--- src/rtl/alu_pkg.sv ---
package alu_pkg;

	// Operand and result width
	localparam int WORD_W = 8;

	// Magnitude part of a sign-magnitude word
	localparam int MAG_W = WORD_W - 1;

	// Operation code width, group in the upper half
	localparam int OP_W = 4;

	// Group codes
	localparam logic [1:0] GRP_SM = 2'b00;
	localparam logic [1:0] GRP_TC = 2'b01;

	// Sign-magnitude group functions
	localparam logic [1:0] FN_SHR   = 2'b00;
	localparam logic [1:0] FN_ADD   = 2'b01;
	localparam logic [1:0] FN_DIV   = 2'b10;
	localparam logic [1:0] FN_TO_TC = 2'b11;

	// Two's-complement group functions
	localparam logic [1:0] FN_SUB2    = 2'b00;
	localparam logic [1:0] FN_LT      = 2'b01;
	localparam logic [1:0] FN_TO_SM   = 2'b10;
	localparam logic [1:0] FN_ADD_CLR = 2'b11;

	// Operation code, group in bits 3:2, function in bits 1:0
	typedef struct packed {
		logic [1:0] grp;
		logic [1:0] fn;
	} alu_op_t;

	// Sign bit on top of the magnitude
	typedef struct packed {
		logic             sign;
		logic [MAG_W-1:0] mag;
	} sm_word_t;

	// One operand word, read either as sign-magnitude or as signed
	typedef union packed {
		sm_word_t                  sm;
		logic signed [WORD_W-1:0] tc;
	} alu_word_u;

	// What each arithmetic unit hands to the output stage
	typedef struct packed {
		logic [WORD_W-1:0] result;
		logic              ovf;
		logic              err;
	} unit_out_t;

endpackage

--- src/rtl/alu_status_pkg.sv ---
package alu_status_pkg;

	// Flag positions inside the status word
	localparam int ST_ERR  = 0;
	localparam int ST_ZERO = 1;
	localparam int ST_PAR  = 2;
	localparam int ST_OVF  = 3;

	// Width of the status word
	localparam int ST_W = 4;

	// Status word
	// Field order follows the positions above, overflow on top
	typedef struct packed {
		// Result did not fit
		logic ovf;
		// Odd count of ones in the result
		logic par;
		// Result is all zeros
		logic zero;
		// Operation could not be done
		logic err;
	} alu_status_t;

endpackage

--- src/rtl/alu_out_stage.sv ---
`timescale 1ns/1ps

module alu_out_stage (
	input  logic                          i_clk,
	input  logic                          i_reset,
	input  alu_pkg::alu_op_t              i_op,
	input  alu_pkg::unit_out_t            i_sm,
	input  alu_pkg::unit_out_t            i_tc,
	output logic [alu_pkg::WORD_W-1:0]    o_result,
	output alu_status_pkg::alu_status_t   o_status,
	output logic                          o_op_rdy,
	output logic                          o_alu_error
);

	import alu_pkg::*;
	import alu_status_pkg::*;

	// Output of the unit picked by the group code
	unit_out_t sel;
	logic grp_bad;
	logic err_next;
	logic [WORD_W-1:0] res_next;
	logic [ST_W-1:0] flags;
	alu_status_t st_next;

	always_comb begin
		sel = '0;
		grp_bad = 1'b0;

		case (i_op.grp)
			GRP_SM: sel = i_sm;
			GRP_TC: sel = i_tc;
			// Remaining groups are not implemented
			default: grp_bad = 1'b1;
		endcase

		err_next = sel.err | grp_bad;
		// Any error forces a zero result
		res_next = err_next ? '0 : sel.result;

		// Zero and parity come from the result after zeroing
		flags = '0;
		flags[ST_ERR] = err_next;
		flags[ST_ZERO] = (res_next == '0);
		flags[ST_PAR] = ^res_next;
		flags[ST_OVF] = sel.ovf;
		st_next = alu_status_t'(flags);
	end

	// Single register stage for all outputs
	always_ff @(posedge i_clk) begin
		if (!i_reset) begin
			o_result <= '0;
			o_status <= '0;
			o_op_rdy <= 1'b0;
			o_alu_error <= 1'b0;
		end else begin
			o_result <= res_next;
			o_status <= st_next;
			o_op_rdy <= !st_next.err;
			o_alu_error <= st_next.err;
		end
	end

	// Ready and error levels are exclusive
	a_rdy_err_excl: assert property (@(posedge i_clk) disable iff (!i_reset)
		!(o_op_rdy && o_alu_error));

	// Error flag always comes with a zero result
	a_err_zero: assert property (@(posedge i_clk) disable iff (!i_reset)
		o_status[ST_ERR] |-> (o_result == '0));

	// Cycle after a reset edge everything is cleared
	a_reset_clear: assert property (@(posedge i_clk)
		!i_reset |=> (o_result == '0) && (o_status == '0) && !o_op_rdy && !o_alu_error);

endmodule

--- src/rtl/alu_top.sv ---
`timescale 1ns/1ps

module alu_top (
	input  logic                       i_clk,
	input  logic                       i_reset,
	input  logic [alu_pkg::OP_W-1:0]   i_op,
	input  logic [alu_pkg::WORD_W-1:0] i_arg_a,
	input  logic [alu_pkg::WORD_W-1:0] i_arg_b,
	output logic [alu_pkg::WORD_W-1:0] o_result,
	output logic [3:0]                 o_status,
	output logic                       o_op_rdy,
	output logic                       o_alu_error
);

	import alu_pkg::*;

	// Operation code split into group and function
	alu_op_t op;

	// Operands, each unit picks its own view
	alu_word_u arg_a;
	alu_word_u arg_b;

	// Unit results into the output stage
	unit_out_t sm_out;
	unit_out_t tc_out;

	assign op = alu_op_t'(i_op);
	assign arg_a = alu_word_u'(i_arg_a);
	assign arg_b = alu_word_u'(i_arg_b);

	// Sign-magnitude group
	sm_unit u_sm_unit (
		.i_op    (op),
		.i_arg_a (arg_a),
		.i_arg_b (arg_b),
		.o_out   (sm_out)
	);

	// Two's-complement group
	tc_unit u_tc_unit (
		.i_op    (op),
		.i_arg_a (arg_a),
		.i_arg_b (arg_b),
		.o_out   (tc_out)
	);

	// Group select, flags and the output register
	alu_out_stage u_alu_out_stage (
		.i_clk       (i_clk),
		.i_reset     (i_reset),
		.i_op        (op),
		.i_sm        (sm_out),
		.i_tc        (tc_out),
		.o_result    (o_result),
		.o_status    (o_status),
		.o_op_rdy    (o_op_rdy),
		.o_alu_error (o_alu_error)
	);

endmodule

--- src/rtl/sm_unit.sv ---
`timescale 1ns/1ps

module sm_unit (
	input  alu_pkg::alu_op_t   i_op,
	input  alu_pkg::alu_word_u i_arg_a,
	input  alu_pkg::alu_word_u i_arg_b,
	output alu_pkg::unit_out_t o_out
);

	import alu_pkg::*;

	// Operands in sign-magnitude view
	sm_word_t a;
	sm_word_t b;

	// Whole word of A for the shift
	logic [WORD_W-1:0] a_word;

	// Magnitude sum with carry bit
	logic [MAG_W:0] mag_sum;

	// Magnitude quotient
	logic [MAG_W-1:0] mag_quot;

	assign a = i_arg_a.sm;
	assign b = i_arg_b.sm;
	assign a_word = a;

	always_comb begin
		o_out = '0;
		mag_sum = {1'b0, a.mag} + {1'b0, b.mag};
		mag_quot = '0;

		case (i_op.fn)
			FN_SHR: begin
				// Shift amount must be non-negative
				if (b.sign) begin
					o_out.err = 1'b1;
				end else if (b.mag >= MAG_W'(WORD_W)) begin
					// Everything shifted out
					o_out.result = '0;
				end else begin
					o_out.result = a_word >> b.mag;
				end
			end

			FN_ADD: begin
				if (a.sign == b.sign) begin
					// Same signs, magnitudes add up
					if (mag_sum[MAG_W]) begin
						o_out.err = 1'b1;
						o_out.ovf = 1'b1;
					end else begin
						o_out.result = {a.sign, mag_sum[MAG_W-1:0]};
					end
				end else if (a.mag > b.mag) begin
					// Larger magnitude decides the sign
					o_out.result = {a.sign, a.mag - b.mag};
				end else if (b.mag > a.mag) begin
					o_out.result = {b.sign, b.mag - a.mag};
				end else begin
					// Opposite values cancel to +0
					o_out.result = '0;
				end
			end

			FN_DIV: begin
				if (b.mag == '0) begin
					// Divide by zero, either sign
					o_out.err = 1'b1;
				end else begin
					mag_quot = a.mag / b.mag;
					// Zero quotient never carries a sign
					if (mag_quot == '0) begin
						o_out.result = '0;
					end else begin
						o_out.result = {a.sign ^ b.sign, mag_quot};
					end
				end
			end

			FN_TO_TC: begin
				// Positive values are the same in both codes
				if (!a.sign) begin
					o_out.result = a_word;
				end else begin
					// Negate the magnitude, -0 lands on 0
					o_out.result = -{1'b0, a.mag};
				end
			end

			default: begin
				o_out = '0;
			end
		endcase
	end

endmodule

--- src/rtl/tc_unit.sv ---
`timescale 1ns/1ps

module tc_unit (
	input  alu_pkg::alu_op_t   i_op,
	input  alu_pkg::alu_word_u i_arg_a,
	input  alu_pkg::alu_word_u i_arg_b,
	output alu_pkg::unit_out_t o_out
);

	import alu_pkg::*;

	// Operands in signed view
	logic signed [WORD_W-1:0] a;
	logic signed [WORD_W-1:0] b;

	// Sign-extended copies, two guard bits cover 2*B
	logic signed [WORD_W+1:0] a_x;
	logic signed [WORD_W+1:0] b_x;

	// Wide arithmetic results
	logic signed [WORD_W+1:0] diff;
	logic signed [WORD_W+1:0] sum;

	// Sum narrowed back to a word before the bit clear
	logic [WORD_W-1:0] sum_w;

	// Negated A for conversion
	logic [WORD_W-1:0] neg_a;

	// Out of word range when the guard bits differ from the word sign
	logic diff_oor;
	logic sum_oor;

	assign a = i_arg_a.tc;
	assign b = i_arg_b.tc;
	assign a_x = a;
	assign b_x = b;

	assign diff = a_x - (b_x + b_x);
	assign sum = a_x + b_x;
	assign diff_oor = (diff[WORD_W+1:WORD_W-1] != {3{diff[WORD_W-1]}});
	assign sum_oor = (sum[WORD_W+1:WORD_W-1] != {3{sum[WORD_W-1]}});
	assign neg_a = -a;

	always_comb begin
		o_out = '0;
		sum_w = sum[WORD_W-1:0];

		case (i_op.fn)
			FN_SUB2: begin
				if (diff_oor) begin
					o_out.err = 1'b1;
					o_out.ovf = 1'b1;
				end else begin
					o_out.result = diff[WORD_W-1:0];
				end
			end

			FN_LT: begin
				// Signed compare, result is 0 or 1
				o_out.result = {{(WORD_W-1){1'b0}}, a < b};
			end

			FN_TO_SM: begin
				if (a == {1'b1, {MAG_W{1'b0}}}) begin
					// -128 has no sign-magnitude form
					o_out.err = 1'b1;
					o_out.ovf = 1'b1;
				end else if (a[WORD_W-1]) begin
					o_out.result = {1'b1, neg_a[MAG_W-1:0]};
				end else begin
					o_out.result = a;
				end
			end

			FN_ADD_CLR: begin
				if (sum_oor) begin
					o_out.err = 1'b1;
					o_out.ovf = 1'b1;
				end else begin
					// Low three bits of B pick the bit to clear
					sum_w[b[2:0]] = 1'b0;
					o_out.result = sum_w;
				end
			end

			default: begin
				o_out = '0;
			end
		endcase
	end

endmodule

--- config.mk ---
export PLATFORM = sky130hd
export DESIGN_NAME = alu_top
export DESIGN_NICKNAME = d
export VERILOG_FILES = /design/src/rtl/alu_pkg.sv /design/src/rtl/alu_status_pkg.sv /design/src/rtl/alu_out_stage.sv /design/src/rtl/alu_top.sv /design/src/rtl/sm_unit.sv /design/src/rtl/tc_unit.sv
export SDC_FILE = /design/constraint.sdc
export NUM_CORES = 1
export LEC_CHECK = 0
export BUFFER_PORTS_ARGS = -buffer_cell sky130_fd_sc_hd__buf_4
export CAP_MARGIN = 20
export CORE_MARGIN = 3
export CORE_UTILIZATION = 63
export CTS_CLUSTER_DIAMETER = 200
export CTS_CLUSTER_SIZE = 12
export DETAILED_ROUTE_END_ITERATION = 6
export PLACE_DENSITY_LB_ADDON = 0.15
export SLEW_MARGIN = 20
export SYNTH_ARGS = -nofsm -noshare
export SYNTH_HDL_FRONTEND = slang
export SYNTH_SLANG_ARGS = --single-unit
--- constraint.sdc ---
create_clock -name i_clk -period 14.7 [get_ports i_clk]
set_clock_uncertainty 0.2 [all_clocks]
set_input_delay 4.41 -clock i_clk [delete_from_list [all_inputs] [get_ports i_clk]]
set_output_delay 4.41 -clock i_clk [all_outputs]
set_load 0.01 [all_outputs]
# Word level (Yosys, flattened, before mapping)
# Index checks and enable logic that the tools add are counted.
[totals]
register_bits = 13
wordCells = 73
input_bits = 22
output_inout_bits = 14
[op_classes]
n_addsub = 8
n_shift = 1
div = 1
n_eq_ne = 8
bitwise = 4
reduce_logical = 9
n_mux = 30
n_lt_le_gt_ge = 6
[ops]
columns = ["op", "n"]
rows = [
  ["2-to-1 mux 8 bit", 14],
  ["case mux 8 bit (4 select lines)", 2],
  ["case mux 10 bit (2 select lines)", 1],
  ["adder 8 x 8 -> 9 bit", 2],
  ["greater-than comparator 7 bit", 2],
  ["zero test 7 bit", 2],
  ["subtractor 7 bit", 2],
  ["2-to-1 mux 2 bit", 5],
  ["subtractor 8 x 9 -> 10 bit", 1],
  ["adder 7 x 7 -> 8 bit", 1],
  ["AND 8 bit", 1],
  ["== test 8 bit (second input constant)", 1],
  ["zero test 8 bit", 1],
  ["< comparator 8 bit", 1],
  ["negator 7 -> 8 bit", 1],
  ["inverter 8 bit", 1],
  ["XOR reduction 8 bit", 1],
  ["right shift 8 x 7 -> 8 bit", 1],
  ["divider 7 x 7 -> 7 bit", 1],
  [">= comparator 7 x 4 -> 1 bit (second input constant)", 1],
  ["negator 7 bit", 1],
  ["case mux 2 bit (3 select lines)", 1],
  ["2-to-1 mux 1 bit", 5],
  ["== test 2 x 1 -> 1 bit (second input constant)", 2],
  ["13 further kinds", 16],
]

# Longest topological paths before layout
# Gate-level depths: netlist of run 1.
[logic_depth]
depth_word = 12
mapped_depth = 47
ltp_nobuf = 45

# Cells and area by module
# Synthesis of run 1 repeated with hierarchy kept, for this count alone.
[hier_totals]
hier_cells = 686
area_unflattened_um2 = 5072.4
[by_module_without_submodules]
columns = ["module", "area_each_um2", "instances", "cells_per_inst", "seq_area_each_um2"]
rows = [
  ["sm_unit", 2944.1, 1, 415, 0.0],
  ["tc_unit", 1441.4, 1, 201, 0.0],
  ["alu_out_stage", 686.9, 1, 70, 260.2],
]

# Worst setup path after synthesis of run 1
# No wires, ideal clock.
[synth_timing]
path_kind = "in2reg"
from = "input port i_arg_b[4] (netlist name)"
to = "register, netlist name u_alu_out_stage.o_status[2]"
t_arrival_ns = 13.570
required_time_ns = 14.385
setup_slack_ns = 0.815
cell_stages = 41
setup_time_ns = 0.115
n_path_buf = 1
path_cell_list = "or4_4 > nor3_2 > a21oi_1 > a21oi_1 > ha_1 > o21ai_0 > a211o_1 > mux2i_2 > ha_1 > o21a_1 > o21a_1 > o21ai_2 > mux2_4 > ha_1 > a21oi_1 > a21boi_0 > o211ai_2 > mux2_2 > [... 5 more ...] > mux2_2 > ha_1 > nor2_1 > a21oi_1 > o221ai_1 > a21oi_1 > mux2_2 > ha_1 > o21ai_0 > o21ai_0 > nand3_1 > a22o_1 > a221oi_1 > o21ai_0 > ha_1 > xnor2_1 > xnor2_1 > nor2_1"
[synth_via]
elab_chain_len = 9
word_cells_on_any_way = 40
classes_between = "add/sub (6); div (1); order compare (4); eq/ne (2); shift (1); mux (21); bitwise (2); reduce/logical (3)"
[synth_lines]
columns = ["item", "line", "text"]
rows = [
  ["start, declared", "alu_top.sv:8", "input logic [alu_pkg::WORD_W-1:0] i_arg_b,"],
  ["branches (longest 5 deep; another with divider 7 x 7 -> 7 bit)", "--", ""],
  ["case mux 10 bit (2 select lines) (*)", "alu_out_stage.sv:30", "case (i_op.grp)"],
  ["OR 1 bit", "alu_out_stage.sv:37", "err_next = sel.err | grp_bad;"],
  ["2-to-1 mux 8 bit (*)", "alu_out_stage.sv:39", "res_next = err_next ? '0 : sel.result;"],
  ["XOR reduction 8 bit (*)", "alu_out_stage.sv:45", "flags[ST_PAR] = ^res_next;"],
]
# Mark *: on every way between the ends.
# A chain may end at the register's enable or synchronous reset.

# Worst setup path after layout of run 1
[layout_timing]
from = "input port i_arg_b[4] (netlist name)"
to = "register, netlist name u_alu_out_stage.o_status[2]"
[layout_via]
elab_chain_len = 9
word_cells_on_any_way = 40
classes_between = "add/sub (6); div (1); order compare (4); eq/ne (2); shift (1); mux (21); bitwise (2); reduce/logical (3)"
[layout_lines]
columns = ["item", "line"]
rows = [
  ["branches (longest 5 deep; another with divider 7 x 7 -> 7 bit)", "--"],
  ["case mux 10 bit (2 select lines) (*)", "alu_out_stage.sv:30"],
  ["OR 1 bit", "alu_out_stage.sv:37"],
  ["2-to-1 mux 8 bit (*)", "alu_out_stage.sv:39"],
  ["XOR reduction 8 bit (*)", "alu_out_stage.sv:45"],
]
# Marked as above.

==> results of run 1 <==
## worst max-delay path, delay by kind of cell
kind | cells | cell delay [ps]
compound gates | 20 | 4050
fa+ha+maj | 7 | 1900
simple gates | 9 | 1590
mux | 4 | 1260
buf+inv | 4 | 750
xor+xnor | 2 | 390
## stage by stage
step,cells,instance area [µm²]
after CTS,679,4700
after global placement,675,4650
after floorplan,582,4370
after detailed placement,675,4650
final,687,4790
after global routing,687,4790
## cells by family after synthesis
family                     share of synthesized area, %
adders and majority gates                          20.3
and+or+nand+nor                                    20.9
AOI/OAI and AO/OA                                  34.7
DFF                                                5.96
xor gates and xnor gates                           5.61
muxes                                              6.65
buffers and inverters                              5.87
## synth_stat cells, types with 5 or more instances
cell                        n
sky130_fd_sc_hd__o22ai_1    6
sky130_fd_sc_hd__o21ai_0   37
sky130_fd_sc_hd__o21a_1     7
sky130_fd_sc_hd__nand2b_1  15
sky130_fd_sc_hd__o32ai_1    6
sky130_fd_sc_hd__o221ai_1   5
sky130_fd_sc_hd__dfxtp_1   13
sky130_fd_sc_hd__o31ai_1    7
sky130_fd_sc_hd__mux2i_1   13
sky130_fd_sc_hd__nand3_1   11
sky130_fd_sc_hd__a211oi_1  10
sky130_fd_sc_hd__a21oi_1   46
sky130_fd_sc_hd__nor2b_1    8
sky130_fd_sc_hd__clkbuf_1  15
sky130_fd_sc_hd__o21ba_2    5
sky130_fd_sc_hd__xnor2_1   20
sky130_fd_sc_hd__nand2_1   42
sky130_fd_sc_hd__o211ai_1   8
sky130_fd_sc_hd__ha_1      66
sky130_fd_sc_hd__or2_2      6
sky130_fd_sc_hd__nor2_1    47
sky130_fd_sc_hd__nor3_1    13
sky130_fd_sc_hd__a31oi_1   11
sky130_fd_sc_hd__a21o_1     8
sky130_fd_sc_hd__mux2_2     9
sky130_fd_sc_hd__inv_1     33
sky130_fd_sc_hd__xor2_1     8
sky130_fd_sc_hd__buf_2      7
## worst paths after layout
kind	startpoint	to	slack [ps]	depth (start not counted)
min	i_op[3]	u_alu_out_stage.o_status[3]$_SDFF_PN0_	4150	2
max	i_arg_b[4]	u_alu_out_stage.o_status[2]$_SDFF_PN0_	280	46
## power breakdown
part,total [mW],internal [mW],switching [mW]
clock,0.0332,0.0192,0.0140
combinational,0.217,0.0860,0.131
sequential,0.0385,0.0378,0.000741
total,0.289,0.143,0.146
## timing repair
action	in CTS	in global routing
hold buffers	0	0
endpoints found under the setup margin	0	2
buffers inserted	0	8
resized for setup	0	7
## sequential cells by signal, summed over array words and instances, names as in the netlist
signal and flops:
u_alu_out_stage.o_alu_error 1, u_alu_out_stage.o_op_rdy 1, u_alu_out_stage.o_result 8, u_alu_out_stage.o_status 3
## area by class of cell
class | instances | area (µm²) | share of cell area, %
sequential | 13 | 260 | 5.43
multi-input combinational | 508 | 3890 | 81.1
clock buffer | 4 | 45.0 | 0.939
tap | 77 | 96.3 | 2.01
inverter | 35 | 131 | 2.74
timing repair buffer | 50 | 375 | 7.83
## layer usage
| metal | up-vias | wire length [µm] | global-route usage, % |
|---|---|---|---|
| met5 | - | 0 | 0 |
| met4 | 0 | 872 | 14.1 |
| met3 | 116 | 1960 | 8.94 |
| met2 | 421 | 6900 | 63.0 |
| met1 | 2290 | 6080 | 51.0 |
| li1 | 2263 | - | - |
==> parameters.txt, run 1 <==
Parameter                              Value

Synthesis
  Library cells used by synthesis    83
  Flip-flop and latch count after synthesis    13
  Cells after synthesis    582
  Number of enable-type register cells in the synthesized netlist    0
  Sequential element share of the synthesized area    5.96%
  Share of the synthesized area in the top cell type    a little under a fifth
  Synthesized area per cell    7.51 µm²
  Share of synthesized registers carrying an async set or reset    0%
  Dominant register cell in the synthesized netlist    sky130_fd_sc_hd__dfxtp_1
  Cell type contributing the most total cell area after synthesis    sky130_fd_sc_hd__ha_1
  Synth warn    0
  Post-Synthesis Net Count    673
  Leading cell types by total area after synthesis    sky130_fd_sc_hd__ha_1 (19%), sky130_fd_sc_hd__dfxtp_1 (6.0%), sky130_fd_sc_hd__a21oi_1 (5.3%)
  Post-synthesis instance area    4370 µm²

Detailed routing
  Vias per inst    ~7.4
  Via count    5090
  Number of design rule violations left after detail routing    0
  Final routed wirelength across all metal layers    15800 µm
  Detailed router's first-iteration violation count    between 700 and 800
  1st-pass router iterations    7
  Number of nets with antenna violations after routing    0
  Routed len/inst    around 23 µm

Power
  Worst supply voltage drop on vdd    0.0366 mV
  Power density cells    60.2 nW/µm²
  Leakage    2.12 nW
  Power after layout    0.289 mW

Global route
  Number of antenna violations at the first check in global routing    0
  First-pass GRT wire length    24300 µm
  Via count of the first global-routing pass    4576
  Maximum number of pins on one net before global-route repair    24
  Total overflow reported by the global router    0
  Total global-route track usage    39.2%

STA
  Number of failing hold endpoints at the final stage    0
  Fmax    69.3 MHz
  Worst Max-Slew Pin Slew    920 ps
  Final worst path period need    ~14000 ps
  Pins over their slew limit    0
  Slew HR    38.1%
  Final worst slack    about 280 ps
  Hold slack final    4150 ps
  Final worst-path cycle share    a little under 100%
  Setup violations, final    0
  Fin Setup TNS    0 ps

CTS
  Max Root-Sink Buffers    2
  Clock-pin slew reported for the worst setup and hold paths after clock tree synthesis    approximately 60 ps
  Number of levels in the clock H-tree    1
  Clock tree from TritonCTS    built
  Inserted Clock Buffers    3
  Clock root buffer    sky130_fd_sc_hd__clkbuf_8
  Sink count of the clock tree    13

Worst setup path
  Data required time at the worst endpoint    14650 ps
  Critical Path Max Stage Delay    590 ps
  Element type at the critical path end    flip-flop
  Type of origin of the critical path    input pin
  Critical Path Fanout Max    10
  CP dominant cell by count    sky130_fd_sc_hd__ha_1
  Worst Path Arrival    ~14000 ps
  Crit Path Category    input pin to flip-flop
  Slowest stage cell on the critical path    sky130_fd_sc_hd__or4_4

Die
  Placeable core region    6530 µm²
  Die H    89.3 µm
  Number of core rows    29
  Die footprint    7970 µm²
  Horizontal die dimension    roughly 89 µm
  Initial standard-cell utilization of the core    66.9%
  Number of I/O pins    36

Placed design
  Dpl ws    -61.5 ps
  Port Buf Inserts    35
  Total half-perimeter wirelength after legalization and detailed placement    12100 µm
  Routability congestion estimate    1.16

Outcome
  Run status    finished, final reports clean

Cells and area
  Number of fillers in the final layout    approximately 570
  Leading cell type in the layout, fill and taps excluded    sky130_fd_sc_hd__ha_1
  Area growth from synthesis to final layout    9.77%
  Commonest cells after routing, fill and taps aside    sky130_fd_sc_hd__ha_1 (66), sky130_fd_sc_hd__buf_4 (50), sky130_fd_sc_hd__nor2_1 (47)
  Final Util    73.4%
  Antenna cell count    0
  Fraction of final layout cells sized beyond drive strength 1    17.0%
  Count of nets after finishing    702

Min path
  Min-Delay Path Class    input pin to flip-flop

Job
  Number of maximum-capacitance violations    0
No activity file was read; power rests on OpenSTA's default activity.
==> run 2: changes to the inputs <==
Settings changed: CORE_UTILIZATION 63 to 64, PLACE_DENSITY set to 0.93, PLACE_DENSITY_LB_ADDON 0.15 to not set, SYNTH_HIERARCHICAL set to 1.
==> parameters.txt, run 2 <==
Parameter                              Value

STA
  Setup violations, final    0
  Number of failing hold endpoints at the final stage    0
  Fin Setup TNS    0 ps
  Slew HR    38.7%
  Worst Max-Slew Pin Slew    911 ps
  Pins over their slew limit    0
  Final worst-path cycle share    97.1%
  Final worst path period need    roughly 14000 ps
  Final worst slack    432 ps
  Fmax    70.1 MHz

Worst setup path
  Slowest stage cell on the critical path    sky130_fd_sc_hd__nor4_4
  Type of origin of the critical path    input pin
  Critical Path Fanout Max    11
  CP dominant cell by count    sky130_fd_sc_hd__ha_1
  Element type at the critical path end    flip-flop
  Critical Path Max Stage Delay    400 ps
  Worst Path Arrival    roughly 14000 ps
  Crit Path Category    input pin to flip-flop
  Data required time at the worst endpoint    14630 ps

Synthesis
  Synth warn    6
  Cell type contributing the most total cell area after synthesis    sky130_fd_sc_hd__ha_1
  Post-Synthesis Net Count    roughly 790
  Flip-flop and latch count after synthesis    13
  Sequential element share of the synthesized area    5.13%
  Cells after synthesis    around 700
  Number of enable-type register cells in the synthesized netlist    0
  Share of synthesized registers carrying an async set or reset    0%
  Synthesized area per cell    7.39 µm²
  Share of the synthesized area in the top cell type    between 10% and 20%
  Post-synthesis instance area    5070 µm²
  Dominant register cell in the synthesized netlist    sky130_fd_sc_hd__dfxtp_1
  Library cells used by synthesis    86
  Leading cell types by total area after synthesis    sky130_fd_sc_hd__ha_1 (20%), sky130_fd_sc_hd__dfxtp_1 (5.1%), sky130_fd_sc_hd__nand2_1 (4.4%)
  Top post-synthesis cells by count    sky130_fd_sc_hd__ha_1 (80), sky130_fd_sc_hd__nand2_1 (59), sky130_fd_sc_hd__a21oi_1 (44), sky130_fd_sc_hd__inv_1 (42), sky130_fd_sc_hd__nor2_1 (42)
  Library cell with the highest instance count after synthesis    sky130_fd_sc_hd__ha_1

Placed design
  Port Buf Inserts    35
  Total half-perimeter wirelength after legalization and detailed placement    11700 µm
  Dpl ws    172 ps
  Routability congestion estimate    0.991

Detailed routing
  Number of nets with antenna violations after routing    0
  Routed wl met3    1380 µm
  Wire length on met1    6160 µm
  Met2 routed wirelength    7070 µm
  Max Used Layer    met4
  Routed len/inst    19.3 µm
  Detailed router's first-iteration violation count    575
  Vias per inst    6.91
  1st-pass router iterations    5
  Final routed wirelength across all metal layers    15500 µm
  Via count    5534
  Number of design rule violations left after detail routing    0

Global route
  Number of antenna violations at the first check in global routing    0
  Via count of the first global-routing pass    5248
  Total overflow reported by the global router    0
  First-pass GRT wire length    about 25000 µm
  Total global-route track usage    33.8%
  Maximum number of pins on one net before global-route repair    29

CTS
  Sink count of the clock tree    13
  Max Root-Sink Buffers    2
  Clock root buffer    sky130_fd_sc_hd__clkbuf_8
  Number of hold-repair buffers added at the cts stage    0
  Number of levels in the clock H-tree    1
  Clock-pin slew reported for the worst setup and hold paths after clock tree synthesis    50 ps
  Clock tree from TritonCTS    built
  Inserted Clock Buffers    3

Job
  Number of maximum-capacitance violations    0

Min path
  End point of the most critical hold path    u_alu_out_stage/o_alu_error$_SDFF_PN0_
  Min-Delay Path Class    input pin to flip-flop
  Worst min-delay path startpoint    i_reset
  Hold Path Stages    2

Die
  Die H    approximately 95 µm
  Initial standard-cell utilization of the core    67.8%
  Number of core rows    31
  Horizontal die dimension    approximately 95 µm
  Die footprint    9030 µm²
  Number of I/O pins    36
  Placeable core region    between 7000 and 8000 µm²

Power
  Leakage    about 2.4 nW
  Worst supply voltage drop on vdd    0.0347 mV
  Power density cells    57.2 nW/µm²

Cells and area
  Area growth from synthesis to final layout    7.03%
  Antenna cell count    0
  Max FFs per register    8
  Count of nets after finishing    809
  Leading cell type in the layout, fill and taps excluded    sky130_fd_sc_hd__ha_1
  Commonest cells after routing, fill and taps aside    sky130_fd_sc_hd__ha_1 (80), sky130_fd_sc_hd__nand2_1 (59), sky130_fd_sc_hd__a21oi_1 (44)
  Register with the highest flop count    u_alu_out_stage/o_result
  Fraction of final layout cells sized beyond drive strength 1    14.0%
  Registers with the most flip-flops    u_alu_out_stage/o_result (8), u_alu_out_stage/o_status (3)

Outcome
  Run status    finished, final reports clean
-- run 2: cell count changes after synthesis, moves of 7 or more --
cell / before / now
sky130_fd_sc_hd__a211oi_1: 10 / 2
sky130_fd_sc_hd__a22oi_1: 2 / 9
sky130_fd_sc_hd__ha_1: 66 / 80
sky130_fd_sc_hd__inv_1: 33 / 42
sky130_fd_sc_hd__nand2_1: 42 / 59
sky130_fd_sc_hd__nor2_2: 0 / 7
sky130_fd_sc_hd__nor3_1: 13 / 23
-- run 2: what timing repair did --
action	CTS	global route
buffers inserted	0	5
setup endpoints to repair	0	2
gates resized for setup	0	6
-- run 2: logic make-up (layout without fill, tap and decap cells) --
group                    Yosys count  after routing  synth area share, %
AND/OR/NAND/NOR                  230            230                 24.0
XOR/XNOR                          35             35                 6.36
multiplexers                      26             26                 5.77
adder cells (fa/ha/maj)           84             84                 21.3
flip-flops                        13             13                 5.13
buffers and inverters             73             89                 6.24
AO/OA/AOI/OAI                    225            225                 31.2
-- run 2: where the power goes --
| group | total, mW | internal, mW | switching, mW | leakage, nW |
|---|---|---|---|---|
| clock | 0.0304 | 0.0190 | 0.0114 | 0.0228 |
| combinational | 0.241 | 0.0999 | 0.141 | 2.28 |
| sequential | 0.0392 | 0.0384 | 0.000748 | 0.106 |
| total | 0.311 | 0.157 | 0.153 | 2.41 |
-- run 2: layout make-up --
cell class                 instances  area, µm²
sequential                        13        260
clock buffer                       4       45.0
timing repair buffer              43        323
tap                               99        124
inverter                          42        161
fill                             600       2060
multi-input combinational        600       4520
-- run 2: how the worst max path moves through the flow --
stage | slack, ps | to | startpoint | depth (start not counted)
floorplan | 1380 | u_alu_out_stage/o_status[2]$_SDFF_PN0_ | i_arg_b[2] | 45
global placement | 680 | u_alu_out_stage/o_status[2]$_SDFF_PN0_ | i_arg_b[4] | 44
detailed placement | 170 | u_alu_out_stage/o_status[2]$_SDFF_PN0_ | i_arg_b[4] | 44
CTS | 420 | u_alu_out_stage/o_status[2]$_SDFF_PN0_ | i_arg_b[4] | 44
global route | -130 | u_alu_out_stage/o_status[2]$_SDFF_PN0_ | i_arg_b[3] | 44
finish | 430 | u_alu_out_stage/o_status[2]$_SDFF_PN0_ | i_arg_b[3] | 44
-- run 2: metrics by stage --
stage	hold WS, ps	instances	utilization [%]	total power, mW	area (µm²)
after detailed placement	4450	792	71.1	0.268	5320
after floorplan	4330	686	-	0.212	5070
after global routing	4220	801	72.5	0.334	5430
after CTS	4210	796	71.7	0.300	5370
after global placement	4450	792	71.1	0.260	5320
final	4210	801	72.5	0.311	5430
-- run 2: routing by layer --
layer  vias up  global-route usage (%)
met3        82                    3.95
met4         0                    21.3
met1      2506                    41.3
met5         -                       0
li1       2583                       -
met2       363                    56.4
-- run 2: critical path, delay by kind of cell --
kind / cells / cell delay (ps)
xor gates and xnor gates: 2 / 270
muxes: 2 / 690
buffers and inverters: 3 / 520
adders and majority gates: 7 / 2120
and+or+nand+nor: 11 / 2230
AOI/OAI and AO/OA: 19 / 3930
